**config.mk**
```make
export PLATFORM = sky130hd
export DESIGN_NAME = bus_arbiter
export DESIGN_NICKNAME = d
export VERILOG_FILES = /design/src/hw/periph_hub_pkg.sv /design/src/hw/bus_arbiter.sv
export SDC_FILE = /design/constraint.sdc
export NUM_CORES = 1
export LEC_CHECK = 0
export BUFFER_PORTS_ARGS = -buffer_cell sky130_fd_sc_hd__buf_2
export CAP_MARGIN = 10
export CORE_AREA = 8 8 120 122
export DETAILED_ROUTE_END_ITERATION = 8
export DIE_AREA = 0 0 128 130
export GPL_TIMING_DRIVEN = 1
export PLACE_DENSITY = 0.51
export SYNTH_ARGS = -nofsm -noshare
export SYNTH_HDL_FRONTEND = slang
export SYNTH_SLANG_ARGS = --single-unit
```
**constraint.sdc**
```tcl
create_clock -name periph_clk -period 3.45 [get_ports periph_clk]
set_input_delay 0.69 -clock periph_clk [delete_from_list [all_inputs] [get_ports periph_clk]]
set_output_delay 0.69 -clock periph_clk [all_outputs]
set_load 0.1 [all_outputs]
```
**src/hw/periph_hub_pkg.sv**
```systemverilog
// Shared definitions for the peripheral hub
//   word and address widths
//   bus request struct used by every master and the memory
//   copy engine register map and configuration write struct

package periph_hub_pkg;

  localparam int unsigned addr_w = 16;
  localparam int unsigned data_w = 32;

  typedef logic [addr_w-1:0] addr_t;
  typedef logic [data_w-1:0] data_t;

  // One bus transfer, held by the master until granted
  typedef struct packed {
    logic  valid;
    logic  we;     // Write when set
    addr_t addr;
    data_t wdata;
  } bus_req_t;

  // Copy engine register indices
  typedef enum logic [2:0] {
    REG_SRC    = 3'd0,
    REG_DST    = 3'd1,
    REG_LEN    = 3'd2,
    REG_CTRL   = 3'd3,  // Bit 0 starts a copy
    REG_STATUS = 3'd4   // Bit 0 done, bit 1 busy
  } cfg_reg_e;

  typedef struct packed {
    logic     we;
    cfg_reg_e addr;
    data_t    wdata;
  } cfg_req_t;

endpackage

```
**src/hw/bus_arbiter.sv**
```systemverilog
// Round-robin arbiter for the shared memory bus
//   one grant per cycle, forwarded to the memory port
//   read-valid routed back to the issuing master one cycle later

module bus_arbiter #(
  parameter int unsigned num_masters = 4,
  parameter int unsigned mem_words   = 256
) (
  input  logic                                       periph_clk,
  input  logic                                       reset_i,
  input  periph_hub_pkg::bus_req_t [num_masters-1:0] mst_req_i,
  input  periph_hub_pkg::data_t                      mem_rdata_i,
  output logic [num_masters-1:0]                     mst_gnt_o,
  output logic [num_masters-1:0]                     mst_rvalid_o,
  output periph_hub_pkg::data_t                      mst_rdata_o,
  output periph_hub_pkg::bus_req_t                   mem_req_o
);

  import periph_hub_pkg::*;

  localparam int unsigned idx_w = (num_masters > 1) ? $clog2(num_masters) : 1;
  localparam int unsigned aw = $clog2(mem_words);
  localparam addr_t addr_mask = addr_t'((32'd1 << aw) - 1);

  logic [idx_w-1:0] ptr_q;      // Highest priority master
  logic [idx_w-1:0] gnt_idx;
  logic             gnt_valid;
  logic             rd_pend_q;
  logic [idx_w-1:0] rd_idx_q;   // Issuer of the read in flight
  bus_req_t         sel_req;

  //////////////////////////////////////////////////////////////////////
  // Request selection
  //////////////////////////////////////////////////////////////////////

  always_comb begin
    int unsigned cand;
    gnt_valid = 1'b0;
    gnt_idx   = ptr_q;
    for (int unsigned i = 0; i < num_masters; i++) begin
      cand = ptr_q + i;
      if (cand >= num_masters) cand = cand - num_masters;
      if (!gnt_valid && mst_req_i[cand].valid) begin
        gnt_valid = 1'b1;
        gnt_idx   = idx_w'(cand);
      end
    end
  end

  assign sel_req = mst_req_i[gnt_idx];

  always_comb begin
    mem_req_o = '0;
    mst_gnt_o = '0;
    if (gnt_valid) begin
      mem_req_o      = sel_req;
      mem_req_o.addr = sel_req.addr & addr_mask;  // Wrap to memory depth
      mst_gnt_o[gnt_idx] = 1'b1;
    end
  end

  //////////////////////////////////////////////////////////////////////
  // Pointer and read return
  //////////////////////////////////////////////////////////////////////

  always_ff @(posedge periph_clk) begin
    if (reset_i) begin
      ptr_q     <= '0;
      rd_pend_q <= 1'b0;
    end else begin
      if (gnt_valid) begin
        ptr_q <= (gnt_idx == idx_w'(num_masters - 1)) ? '0 : gnt_idx + 1'b1;
      end
      rd_pend_q <= gnt_valid && !sel_req.we;
    end
  end

  always_ff @(posedge periph_clk) begin
    if (gnt_valid) rd_idx_q <= gnt_idx;
  end

  always_comb begin
    mst_rvalid_o = '0;
    if (rd_pend_q) mst_rvalid_o[rd_idx_q] = 1'b1;
  end

  assign mst_rdata_o = mem_rdata_i;  // Shared by all masters

endmodule

```
==> impl_metrics.toml <==
[timing]
finalMaxSlewViolations = 0
fin_crit_sh_pct = 92.05
fin_tns_setup_ns = 0
grt_setup_unrepaired = "false"
finalHoldViolCount = 0
fmax_mhz = 314.9
fin_crit_ns = 3.176
setup_viol = 0
fin_skew_ns = 0.003446

[floorplan]
num_rows = 41
fp.dieW_um = 128
initial_utilization_pct = 15.92
ios = 324
core-area_mm2 = 0.01241
die_area_mm2 = 0.01664
die_h_um = 130

[cells_and_area]
fin_nets = 651
diodes = 0
regArea_um2 = 120.1
multiInputGateArea_mm2 = 0.001548
fin_cells = 584
layout-drive-gt1-share_pct = 64.32
area_delta_synth_final_pct = 93.86
utilization_pct = 30.87
nFillCells = 1316

[grt]
antenna_found_initial = 0
grt.overflow.total = 0
grt_pass1_wl_um = 13900
grt_max_degree = 34
grt_util_all_layers_pct = 10.10
grt_pass1_vias = 2755

[synth]
avgSynthCellArea_um2 = 8.595
synth_common_cells = "mux2i_1 (83), buf_4 (41), o22ai_1 (41)"
ys_ff_latch = 5
syn_inst = 230
ys_warn_count = 0
async_flop_share_pct = 0
synth_edf_count = 2
yosys.cell_count.top_type = "mux2i_1"
synth_top_area_cell = "mux2i_1"
ys_seq_area_share_pct = 6.076
synth_area_mm2 = 0.001977
yosysTopAreaCellShare_pct = 42.03
ys_types = 36
synth_flop_cell = "dfxtp_1"
synthTopCellsByArea = "mux2i_1 (42%), buf_4 (16%), o22ai_1 (13%)"

[clock_tree]
insertion_delay_ns = 0.23
clock_sinks = 5
hold_buffers = 0
cts_max_level = 1
postCtsSetupBuffers = 0
cts_max_path_buffers = 2
cts_tree = "yes"
path_clk_slew_ns = 0.04
cts_root_buffer = "clkbuf_16"
numCtsBuffers = 3
cts_resized = 0

[outcome]
outcome = "complete, no violations"

[placement]
routabilityCongestion = 0.7472
detailed_place_hpwl_um = 8161
portBuffers = 219
post-place-cells = 580

[detailed_routing]
vias = 2404
drt-initial-drc-count = 71
drtAntennaViolNets = 0
routedWlPerCell_um = 15.65
dr.pass1.iters = 4
vias_per_cell = 4.116
drcViolationCount = 0
wirelength_um = 9140

[worst_setup_path]
endpoint_kind = "output port"
worst_setup_path_start_kind = "input port"
critPathCapture = "mem_req_o[38]"
regToRegEndpoint = "ptr_q[0]"
path_max_fanout = 33
critical_path_class = "input port to output port"
critPathRequiredTime_ns = 2.76
reg2reg_from = "ptr_q[0]"
startpoint = "mst_req_i[49]"
regToRegSetupSlack_ns = 1.67
crit_arrival_ns = 2.49
r2r_cells = 6

[pwr]
clock_power_share_pct = 6.0
p_leak_nw = 1.927
swShare_pct = 60.75
powerDensity_mw_per_mm2 = 837.5
ir_drop_uv = 406.3
p_int_w = 0.001260
seq_power_share_pct = 2.8
p_sw_w = 0.001950
power_frac_comb_pct = 91.2
total_power_w = 0.003209

[job]
drv_cap = 0

[hold_path]
hp-class = "flop to flop"
worst min-delay path by stage:
stage | cells past startpoint | endpoint | start
finish | 2 | ptr_q[0] | ptr_q[0]
floorplan | 2 | ptr_q[0] | ptr_q[0]
global route | 2 | ptr_q[0] | ptr_q[0]
detailed placement | 2 | ptr_q[0] | ptr_q[0]
global placement | 2 | ptr_q[0] | ptr_q[0]
CTS | 2 | ptr_q[0] | ptr_q[0]
routing by layer:
layer  up-vias  GRT usage, %  share of wire, %  routed length (um)
met3        18         3.223               9.0                 827
met5         -             0                 0                   0
met4         0         2.867               2.0                 183
met2       136         18.98                53                4839
li1       1178             -                 -                   -
met1      1072         10.57                36                3289
power by group through the flow:
stage          registers [W]  clock network, W  logic (W)
5_1_grt            0.0000927          0.000199    0.00304
6_report           0.0000901          0.000192    0.00293
2_1_floorplan      0.0000871                 0    0.00219
4_1_cts            0.0000901          0.000195    0.00296
3_5_place_dp       0.0000908                 0    0.00295
3_3_place_gp       0.0000891                 0    0.00293
kinds of logic after synthesis:
logic type	after synthesis	share of synthesized area (%)
DFF	5	6.076
other	1	0.1897
muxes	83	42.03
and+or+nand+nor	27	8.544
adders and majority gates	4	2.532
buffers and inverters	62	25.06
AOI/OAI and AO/OA	48	15.57
worst max-delay path: stages:
cell	delay [ns]
buf_2	0.13
and2b_1	0.18
o21bai_1	0.17
o311a_4	0.41
buf_12	0.29
mux2i_1	0.11
o22ai_1	0.27
buf_12	0.22
state kept, by name (all words and copies together), names as in the netlist:
name       cells
ptr_q          2
rd_idx_q       2
rd_pend_q      1
through the flow:
| step | hold slack, ns | setup WS [ns] | area (um^2) |
|---|---|---|---|
| finish | 0.4817 | 0.2743 | 3832 |
| global placement | 0.4638 | 0.3000 | 3752 |
| global route | 0.5208 | 0.1355 | 3832 |
| floorplan | 0.4386 | -0.3280 | 2147 |
| CTS | 0.4863 | 0.2484 | 3832 |
| detailed placement | 0.4794 | 0.2507 | 3752 |
placed cells by master (no fill, tap or decap), types with 2 or more instances in the layout:
cell,count
buf_4,7
inv_2,3
and3b_1,2
buf_12,46
and2_1,4
nand2_2,2
conb_1,8
nor3b_1,2
mux2i_1,83
edfxtp_1,2
dfxtp_1,3
ha_1,4
clkbuf_16,3
and2b_1,2
nand2_1,2
nor2_1,4
o22ai_2,23
o22ai_1,18
buf_2,176
area by class of cell:
| type | instances | area share (%) |
|---|---|---|
| clock inverter | 1 | 0.1306 |
| tap | 172 | 5.615 |
| clock buffer | 3 | 1.959 |
| multi-input combinational | 170 | 40.39 |
| sequential | 5 | 3.134 |
| inverter | 4 | 0.3918 |
| timing repair buffer | 229 | 48.38 |
(Power assumes the default switching activity.)
