## src/hw/periph_hub_pkg.sv

```systemverilog
// Shared definitions for the peripheral hub
//   word and address widths
//   bus request struct used by every master and the memory
//   copy engine register map and configuration write struct

package periph_hub_pkg;

  localparam int unsigned addr_w = 16;
  localparam int unsigned data_w = 32;

  typedef logic [addr_w-1:0] addr_t;
  typedef logic [data_w-1:0] data_t;

  // One bus transfer, held by the master until granted
  typedef struct packed {
    logic  valid;
    logic  we;     // Write when set
    addr_t addr;
    data_t wdata;
  } bus_req_t;

  // Copy engine register indices
  typedef enum logic [2:0] {
    REG_SRC    = 3'd0,
    REG_DST    = 3'd1,
    REG_LEN    = 3'd2,
    REG_CTRL   = 3'd3,  // Bit 0 starts a copy
    REG_STATUS = 3'd4   // Bit 0 done, bit 1 busy
  } cfg_reg_e;

  typedef struct packed {
    logic     we;
    cfg_reg_e addr;
    data_t    wdata;
  } cfg_req_t;

endpackage

```

## src/hw/copy_dma.sv

```systemverilog
// Register-programmed copy engine
//   source, destination, length and status registers
//   combinational register readback
//   FSM issuing one read and one write per copied word

module copy_dma (
  input  logic                     periph_clk,
  input  logic                     reset_i,
  input  periph_hub_pkg::cfg_req_t cfg_req_i,
  input  logic                     bus_gnt_i,
  input  logic                     bus_rvalid_i,
  input  periph_hub_pkg::data_t    bus_rdata_i,
  output periph_hub_pkg::data_t    cfg_rdata_o,
  output periph_hub_pkg::bus_req_t bus_req_o,
  output logic                     done_o
);

  import periph_hub_pkg::*;

  typedef enum logic [2:0] {
    st_idle,
    st_read,
    st_wait,
    st_write,
    st_finish
  } state_e;

  state_e state_q;
  addr_t  src_q;
  addr_t  dst_q;
  addr_t  len_q;
  addr_t  offset_q;   // Index of the word being copied
  data_t  data_q;     // Word between read and write
  logic   done_q;
  logic   busy_q;
  logic   start;
  logic   last_word;

  //////////////////////////////////////////////////////////////////////
  // Configuration registers
  //////////////////////////////////////////////////////////////////////

  assign start = cfg_req_i.we && (cfg_req_i.addr == REG_CTRL) &&
                 cfg_req_i.wdata[0] && (state_q == st_idle);

  always_ff @(posedge periph_clk) begin
    if (reset_i) begin
      src_q <= '0;
      dst_q <= '0;
      len_q <= '0;
    end else if (cfg_req_i.we) begin
      case (cfg_req_i.addr)
        REG_SRC: src_q <= cfg_req_i.wdata[addr_w-1:0];
        REG_DST: dst_q <= cfg_req_i.wdata[addr_w-1:0];
        REG_LEN: len_q <= cfg_req_i.wdata[addr_w-1:0];
        default: ;
      endcase
    end
  end

  always_comb begin
    case (cfg_req_i.addr)
      REG_SRC:    cfg_rdata_o = data_t'(src_q);
      REG_DST:    cfg_rdata_o = data_t'(dst_q);
      REG_LEN:    cfg_rdata_o = data_t'(len_q);
      REG_STATUS: cfg_rdata_o = data_t'({busy_q, done_q});
      default:    cfg_rdata_o = '0;  // CTRL is write only
    endcase
  end

  //////////////////////////////////////////////////////////////////////
  // Copy FSM
  //////////////////////////////////////////////////////////////////////

  assign last_word = (offset_q + 1'b1) == len_q;

  always_ff @(posedge periph_clk) begin
    if (reset_i) begin
      state_q  <= st_idle;
      offset_q <= '0;
      done_q   <= 1'b0;
      busy_q   <= 1'b0;
    end else begin
      case (state_q)
        st_idle: begin
          if (start) begin
            done_q   <= 1'b0;
            busy_q   <= 1'b1;
            offset_q <= '0;
            state_q  <= (len_q == '0) ? st_finish : st_read;
          end
        end
        st_read: begin
          if (bus_gnt_i) state_q <= st_wait;
        end
        st_wait: begin
          if (bus_rvalid_i) state_q <= st_write;
        end
        st_write: begin
          if (bus_gnt_i) begin
            offset_q <= offset_q + 1'b1;
            state_q  <= last_word ? st_finish : st_read;
          end
        end
        st_finish: begin
          done_q  <= 1'b1;   // Busy drops with it
          busy_q  <= 1'b0;
          state_q <= st_idle;
        end
        default: state_q <= st_idle;
      endcase
    end
  end

  always_ff @(posedge periph_clk) begin
    if (state_q == st_wait && bus_rvalid_i) data_q <= bus_rdata_i;
  end

  // Bus port
  always_comb begin
    bus_req_o = '0;
    case (state_q)
      st_read: begin
        bus_req_o.valid = 1'b1;
        bus_req_o.addr  = src_q + offset_q;
      end
      st_write: begin
        bus_req_o.valid = 1'b1;
        bus_req_o.we    = 1'b1;
        bus_req_o.addr  = dst_q + offset_q;
        bus_req_o.wdata = data_q;
      end
      default: ;
    endcase
  end

  assign done_o = done_q;

endmodule

```

## config.mk

```make
export PLATFORM = sky130hd
export DESIGN_NAME = copy_dma
export DESIGN_NICKNAME = d
export VERILOG_FILES = /design/src/hw/periph_hub_pkg.sv /design/src/hw/copy_dma.sv
export SDC_FILE = /design/constraint.sdc
export NUM_CORES = 1
export LEC_CHECK = 0
export BUFFER_PORTS_ARGS = -buffer_cell sky130_fd_sc_hd__buf_2
export CAP_MARGIN = 40
export CORE_UTILIZATION = 45
export DETAILED_ROUTE_END_ITERATION = 8
export GPL_TIMING_DRIVEN = 0
export PLACE_DENSITY = 0.8
export SETUP_SLACK_MARGIN = 0.1
export SLEW_MARGIN = 20
export SYNTH_ARGS = -nofsm -noshare
export SYNTH_HDL_FRONTEND = slang
export SYNTH_SLANG_ARGS = --single-unit
export TNS_END_PERCENT = 20
```

## constraint.sdc

```tcl
create_clock -name periph_clk -period 4.09 [get_ports periph_clk]
set_input_delay 0.818 -clock periph_clk [delete_from_list [all_inputs] [get_ports periph_clk]]
set_output_delay 0.818 -clock periph_clk [all_outputs]
set_load 0.005 [all_outputs]
```

==> metrics, run 1 <==
CTS Sinks around 100; DR pass1 iterations 5; Slew Limit Fails 0; mean post-synth cell area approximately 8 µm²; status finished, violations left; Crit-path slowest cell mux2_2; area fraction of the dominant cell type after synthesis 0.2315; Post-synth EDFFs 32; wire per inst ~17 µm; Power, Total 2.103 mW; Post-Synthesis Cells between 700 and 800; RD Place Congestion between 0.9 and 1; worst min path class flop to flop; post-DP HPWL approximately 13000 µm; Vias/cell about 5.6; antenna violations before repair 0; Crit path required time 3.27 ns; post-synthesis cell type count 64; delay-heaviest family, CP compound AO/OA/AOI/OAI gates; RSZ-0062 raised after global routing yes; Area contributors post-synth dfxtp_1 23%, edfxtp_1 16%, nand2_1 7.7%; Post-layout nets 978; min setup slack post-route -0.1549 ns; cts hold-fix bufs 0; actual slew at the worst max-slew pin approximately 0.79 ns; Port Buffers 120; I/O pin count 155; crit-path max cell delay about 0.37 ns; Max clock buf depth 2; sequential fraction of the synthesis area 0.3925; f_max roughly 0.24 GHz; CP most frequent cell buf_6; vias in the first global route 5387; pwr dens 280.3 nW/µm²; Routed WL 17940 µm; Synth Area in Simple Gates 0.2468; FFs w/ async S/R, synth 0; Buf/Inv on CP 6; Setup Total Neg Slack -0.5597 ns; first-pass GRT wire length about 27000 µm; Area Growth Syn to Fin 25.73%; Synth Area in XOR/XNOR 0.04550; # DRC 0; Die Y around 120 µm; failing checks negative setup slack; largest net degree at the start of global routing 18; Worst Path Arrival around 3.4 ns; GRT Overall Usage 0.2621; share of cells above drive strength 1 0.2587; post-synthesis adder-cell area fraction 0.03691; Final Hold Viols 0; ys flop type dfxtp_1; CP Launch Type flop; critical-path maximum fanout 8; Die Footprint between 10000 and 15000 µm²; clock root cell clkbuf_16; multiplexer area fraction after synthesis 0.05850; total grt overflow 0; worst-skew pair later-pin latency around 0.36 ns; Compound-Gate Fraction of Synth Area 0.1581; total CTS buffers 9; standard-cell rows roughly 40; mapped cell area around 6000 µm²; placed cell area about 6900 µm²; Clock Skew 0.007515 ns; Synth warnings 0; Leakage Power 3.147 nW; Die Wd around 120 µm; Yosys top cell by area dfxtp_1; Post-DRT Antenna Nets 0; CTS tree yes; Peak supply drop approximately 170 µV; Final Cell Area 7502 µm²; Clock transition at path regs 0.07 ns; most frequent cell after synthesis nand2_1; register bit total from synthesis between 100 and 150; vias roughly 5.9k; min cycle time layout around 4.2 ns; top post-synthesis cells by count 122 x nand2_1, 84 x a21oi_1, 76 x nor2_1; cells along the critical path buf_6 > nand2b_4 > buf_6 > clkinvlp_4 > and2_4 > buf_12 > mux2_2 > ha_1 > clkbuf_4 > a21o_1 > a2111oi_4 > a21boi_1 > o21ba_2 > xor2_1 > nor2_1 > buf_2; Crit Path Category flop to primary output; crit end category primary output; Setup-failing EPs final 5; largest family of logic cells by synthesized area simple AND/OR/NAND/NOR gates; period utilisation layout 1.038; Starting Density 0.4671; area of the core around 13000 µm²; H-tree depth 3; max-cap viol count 0; initial drt markers 449; worst rel slew slack 0.4691; n_diodes 0
## logic make-up (layout without fill, tap and decap cells)
group / Yosys count / count (layout)
and+or+nand+nor: 311 / 311
AOI/OAI and AO/OA: 157 / 157
DFF: 101 / 101
buffers and inverters: 76 / 227
muxes: 33 / 33
xor gates and xnor gates: 31 / 31
adders and majority gates: 17 / 17
other: 1 / 16
## sequential cells by signal, summed over array words and instances, names as in the netlist
name and cells:
busy_q 1, data_q 32, done_o 1, dst_q 16, len_q 16, offset_q 16
src_q 16, state_q 3
## worst reg2reg max path: cells and delay by family (launching register included)
family | cells | cell delay, ns
buf+inv | 1 | 0.16
compound gates | 3 | 0.52
fa+ha+maj | 1 | 0.33
flops | 1 | 0.52
simple gates | 4 | 1.00
## power by group
part / switching, mW / internal, mW / leakage (nW)
sequential: 0.00994 / 1.04 / 0.846
clock: 0.395 / 0.491 / 0.149
combinational: 0.0960 / 0.0680 / 2.15
## metrics by stage
step / hold WS (ns) / utilization / cells / setup WS (ns)
floorplan: 0.4455 / - / 742 / 0.1165
global placement: 0.4517 / 0.5361 / 1034 / -0.6032
detailed placement: 0.4588 / 0.5395 / 1038 / -0.6562
CTS: 0.4674 / 0.5855 / 1066 / -0.1790
global route: 0.4921 / 0.5873 / 1065 / -0.2813
finish: 0.4682 / 0.5873 / 1065 / -0.1549
## cell usage in the layout, fill, tap and decap left out, types with 3 or more instances in the layout
cell,synthesis,routed
and2_1,4,3
buf_6,0,5
nor2_1,76,75
and3_1,34,34
a31oi_1,3,3
edfxtp_1,32,32
mux2_2,15,9
nor3_1,18,17
o21ai_1,1,5
mux2_4,0,6
buf_2,11,129
inv_1,7,5
ha_1,16,9
ha_4,0,6
xnor2_1,22,21
o21a_1,3,3
nand2b_1,6,5
xor2_1,9,9
dfxtp_1,69,68
buf_4,17,29
inv_6,0,3
nand4_1,10,10
clkbuf_16,0,11
nor4_1,6,6
a22oi_1,7,7
nand2_1,122,122
conb_1,1,16
nand3_1,8,8
or3_1,5,5
a211o_1,4,4
nor2b_1,7,6
mux2i_1,18,18
clkbuf_1,39,37
o21ai_0,21,15
a21oi_1,84,82
a21o_1,6,6
a211oi_1,5,3
a311oi_1,4,4
## final timing paths
kind | start | endpoint | slack, ns | cells after the start
worst max-delay path | state_q[2]$_SDFFE_PP0P_ | bus_req_o[46] | -0.15 | 16
worst min register to register | src_q[11]$_SDFFE_PP0P_ | src_q[11]$_SDFFE_PP0P_ | 0.47 | 2
worst max register to register | offset_q[0]$_SDFFE_PP0P_ | state_q[0]$_SDFFE_PP0P_ | 1.47 | 9
worst min-delay path | src_q[11]$_SDFFE_PP0P_ | src_q[11]$_SDFFE_PP0P_ | 0.47 | 2
## what timing repair did
action,4_1_cts,5_1_grt
setup endpoints to repair,15,11
gates resized for setup,43,7
pin swaps,14,5
setup buffers,13,0
## metal layers
layer | track usage | vias up | wire [µm]
met1 | 0.3359 | 2798 | 7428
met5 | 0 | - | 0
met2 | 0.4400 | 208 | 8981
li1 | - | 2863 | -
met4 | 0.1198 | 0 | 569
met3 | 0.03450 | 42 | 960
## layout make-up
cell class | count | area (µm²)
Timing Repair Buffer | 137 | 737.0
Clock buffer | 11 | 275.3
Sequential cell | 101 | 2344
Clock inverter | 4 | 33.78
Buffer | 68 | 371.6
Fill cell | 1111 | 5271
Multi-Input combinational cell | 565 | 3496
Tap cell | 172 | 215.2
Inverter | 7 | 30.03
Note: power is estimated with default switching activity, not from simulation.
==> run 2, diff against run 1 <==
Settings changed: HOLD_SLACK_MARGIN from default to 0.05, PLACE_DENSITY 0.8 to 0.78.
Clock period 4.09 ns to 4.88 ns, I/O delays scaled along.
==> metrics, run 2 (synthesis results as in run 1) <==
CP most frequent cell buf_6; Die Footprint 13720 µm² (unchanged); clock root cell clkbuf_16; Port Buffers 120 (unchanged); Reg with most FFs data_q; Setup-failing EPs final 0 (-5); Clock transition at path regs 0.07 ns (about the same); Clock Skew 0.004710 ns (-0.002805 ns); total grt overflow 0 (unchanged); DR pass1 iterations 5 (unchanged); standard-cell rows 41 (unchanged); commonest cells after routing, fill and taps aside 129 x buf_2, 122 x nand2_1, 82 x a21oi_1; placed cell area 6879 µm² (-0.18%); Peak supply drop 155.6 µV (-9.5%); cells along the critical path buf_4 > nand2b_1 > buf_6 > inv_4 > and2_1 > buf_6 > buf_12 > mux2_2 > ha_1 > clkbuf_2 > a21o_1 > a2111oi_4 > a21boi_1 > o21ba_2 > xor2_1 > nor2_1 > buf_2; Crit path required time 3.90 ns (+0.63 ns); internal power 1.320 mW (-18%); worst min path class flop to flop; switching power 0.4035 mW (-20%); Worst Path Arrival 3.67 ns (+0.24 ns); initial drt markers 383 (-15%); Final Hold Viols 0 (unchanged); combinational power share 0.078 (about the same); Routed WL 17260 µm (-3.8%); crit-path max cell delay 0.37 ns (about the same); Post-layout nets 973 (-0.51%); Leakage Power 3.119 nW (-0.87%); hold path start src_q[13]$_SDFFE_PP0P_; Slew Limit Fails 0 (unchanged); I/O pin count 155 (unchanged); actual slew at the worst max-slew pin 0.8614 ns (+0.07109 ns); clock group share of total power 0.410 (-0.011); most common cell after layout, fill and taps aside buf_2; Setup Total Neg Slack 0 ns (+0.5597 ns); CP Launch Type flop; vias 5868 (-0.73%); status complete, no violations; wire per inst 16.26 µm (-3.5%); GRT Overall Usage 0.2496 (-0.01251); Flop pwr share 0.512 (+0.011); Setup crit start state_q[2]$_SDFFE_PP0P_; worst rel slew slack 0.4213 (-0.04776); Starting Density 0.4671 (unchanged); critical-path maximum fanout 10 (+2); n_diodes 0 (unchanged); pwr dens 235.7 nW/µm² (-16%); f_max 0.2152 GHz; CTS tree yes; antenna violations before repair 0 (unchanged); H-tree depth 3 (unchanged); Area Growth Syn to Fin 22.54%; Crit-path slowest cell mux2_2; largest net degree at the start of global routing 16 (-2); Die Wd 117.2 µm (unchanged); crit end category primary output; Final Cell Area 7312 µm² (-2.5%); post-layout util 0.5724 (-0.01489); # DRC 0 (unchanged); period utilisation layout 0.9521; Buf/Inv on CP 7 (+1); Vias/cell 5.531 (-0.35%); area of the core 12770 µm² (unchanged); Post-DRT Antenna Nets 0 (unchanged); post-DP HPWL 12770 µm (-0.41%); first-pass GRT wire length 25990 µm (-5.3%); worst hold margin 0.4685 ns (+0.0003450 ns); Die Y 117.2 µm (unchanged); RD Place Congestion 0.9235 (-3.3%); Largest register FFs 32 (unchanged); total CTS buffers 9 (unchanged); vias in the first global route 5114 (-5.1%); max-cap viol count 0 (unchanged); reg-to-reg startpoint offset_q[0]$_SDFFE_PP0P_; share of cells above drive strength 1 0.2396 (-0.01908); worst-skew pair later-pin latency 0.34 ns (-0.02 ns); Crit Path Category flop to primary output; switching part of the total 0.2342 (-0.004233); CTS Sinks 101 (unchanged); delay-heaviest family, CP buffers and inverters; min cycle time layout roughly 4.6 ns; RSZ-0062 raised after global routing yes; Max clock buf depth 2 (unchanged)
==> run 2: cell types whose count changed in the layout (fill, tap and decap cells not counted), moves of 5 or more <==
cell,previous run,this run
mux2_2,9,15
mux2_4,6,0
ha_4,6,1
ha_1,9,14
==> run 2: worst paths after layout <==
check                                 end  slack, ns  cells after the start
setup / recovery            bus_req_o[46]       0.23                     17
hold / removal     src_q[13]$_SDFFE_PP0P_       0.47                      2
hold reg to reg    src_q[13]$_SDFFE_PP0P_       0.47                      2
setup reg to reg  state_q[0]$_SDFFE_PP0P_       2.30                      9
==> run 2: routing by layer <==
layer	global-route usage	part of all wire
met5	0	0
met4	0.1139	0.027
met3	0.02781	0.057
met2	0.4145	0.50
met1	0.3268	0.42
==> run 2: layout make-up <==
cell class / count / area [µm²]
sequential: 101 / 2342
clock inverter: 3 / 17.52
buffer: 69 / 370.4
tap: 172 / 215.2
inverter: 7 / 28.78
timing repair buffer: 131 / 680.7
fill: 1175 / 5461
clock buffer: 13 / 271.5
multi-input combinational: 565 / 3386
==> run 2: worst reg2reg max path: cells and delay by family (launching register included) <==
kind	cells	cell delay [ns]
adder cells (fa/ha/maj)	1	0.34
AND/OR/NAND/NOR	4	0.96
flip-flops	1	0.50
buffers and inverters	1	0.17
AO/OA/AOI/OAI	3	0.52
==> run 2: power by group through the flow <==
stage | clock (mW) | combinational [mW] | sequential [mW]
2_1_floorplan | 0 | 0.0776 | 0.899
6_report | 0.706 | 0.135 | 0.882
3_5_place_dp | 0 | 0.130 | 0.901
3_3_place_gp | 0 | 0.127 | 0.901
5_1_grt | 0.746 | 0.148 | 0.883
4_1_cts | 0.711 | 0.131 | 0.882
==> run 2: timing repair <==
| action | in CTS | in global routing |
|---|---|---|
| hold buffers | 0 | 0 |
| pin swaps | 2 | 3 |
| endpoints found under the setup margin | 11 | 6 |
| gates resized for setup | 21 | 10 |
| setup buffers | 4 | 2 |
==> run 2: metrics by stage <==
stage / total power [mW] / std cells / worst slack, ns
3_3_place_gp: 1.028 / 1034 / -0.1360
5_1_grt: 1.777 / 1061 / 0.05282
4_1_cts: 1.724 / 1059 / 0.1286
6_report: 1.723 / 1061 / 0.2339
3_5_place_dp: 1.031 / 1039 / -0.2687
2_1_floorplan: 0.9763 / 742 / 0.6578
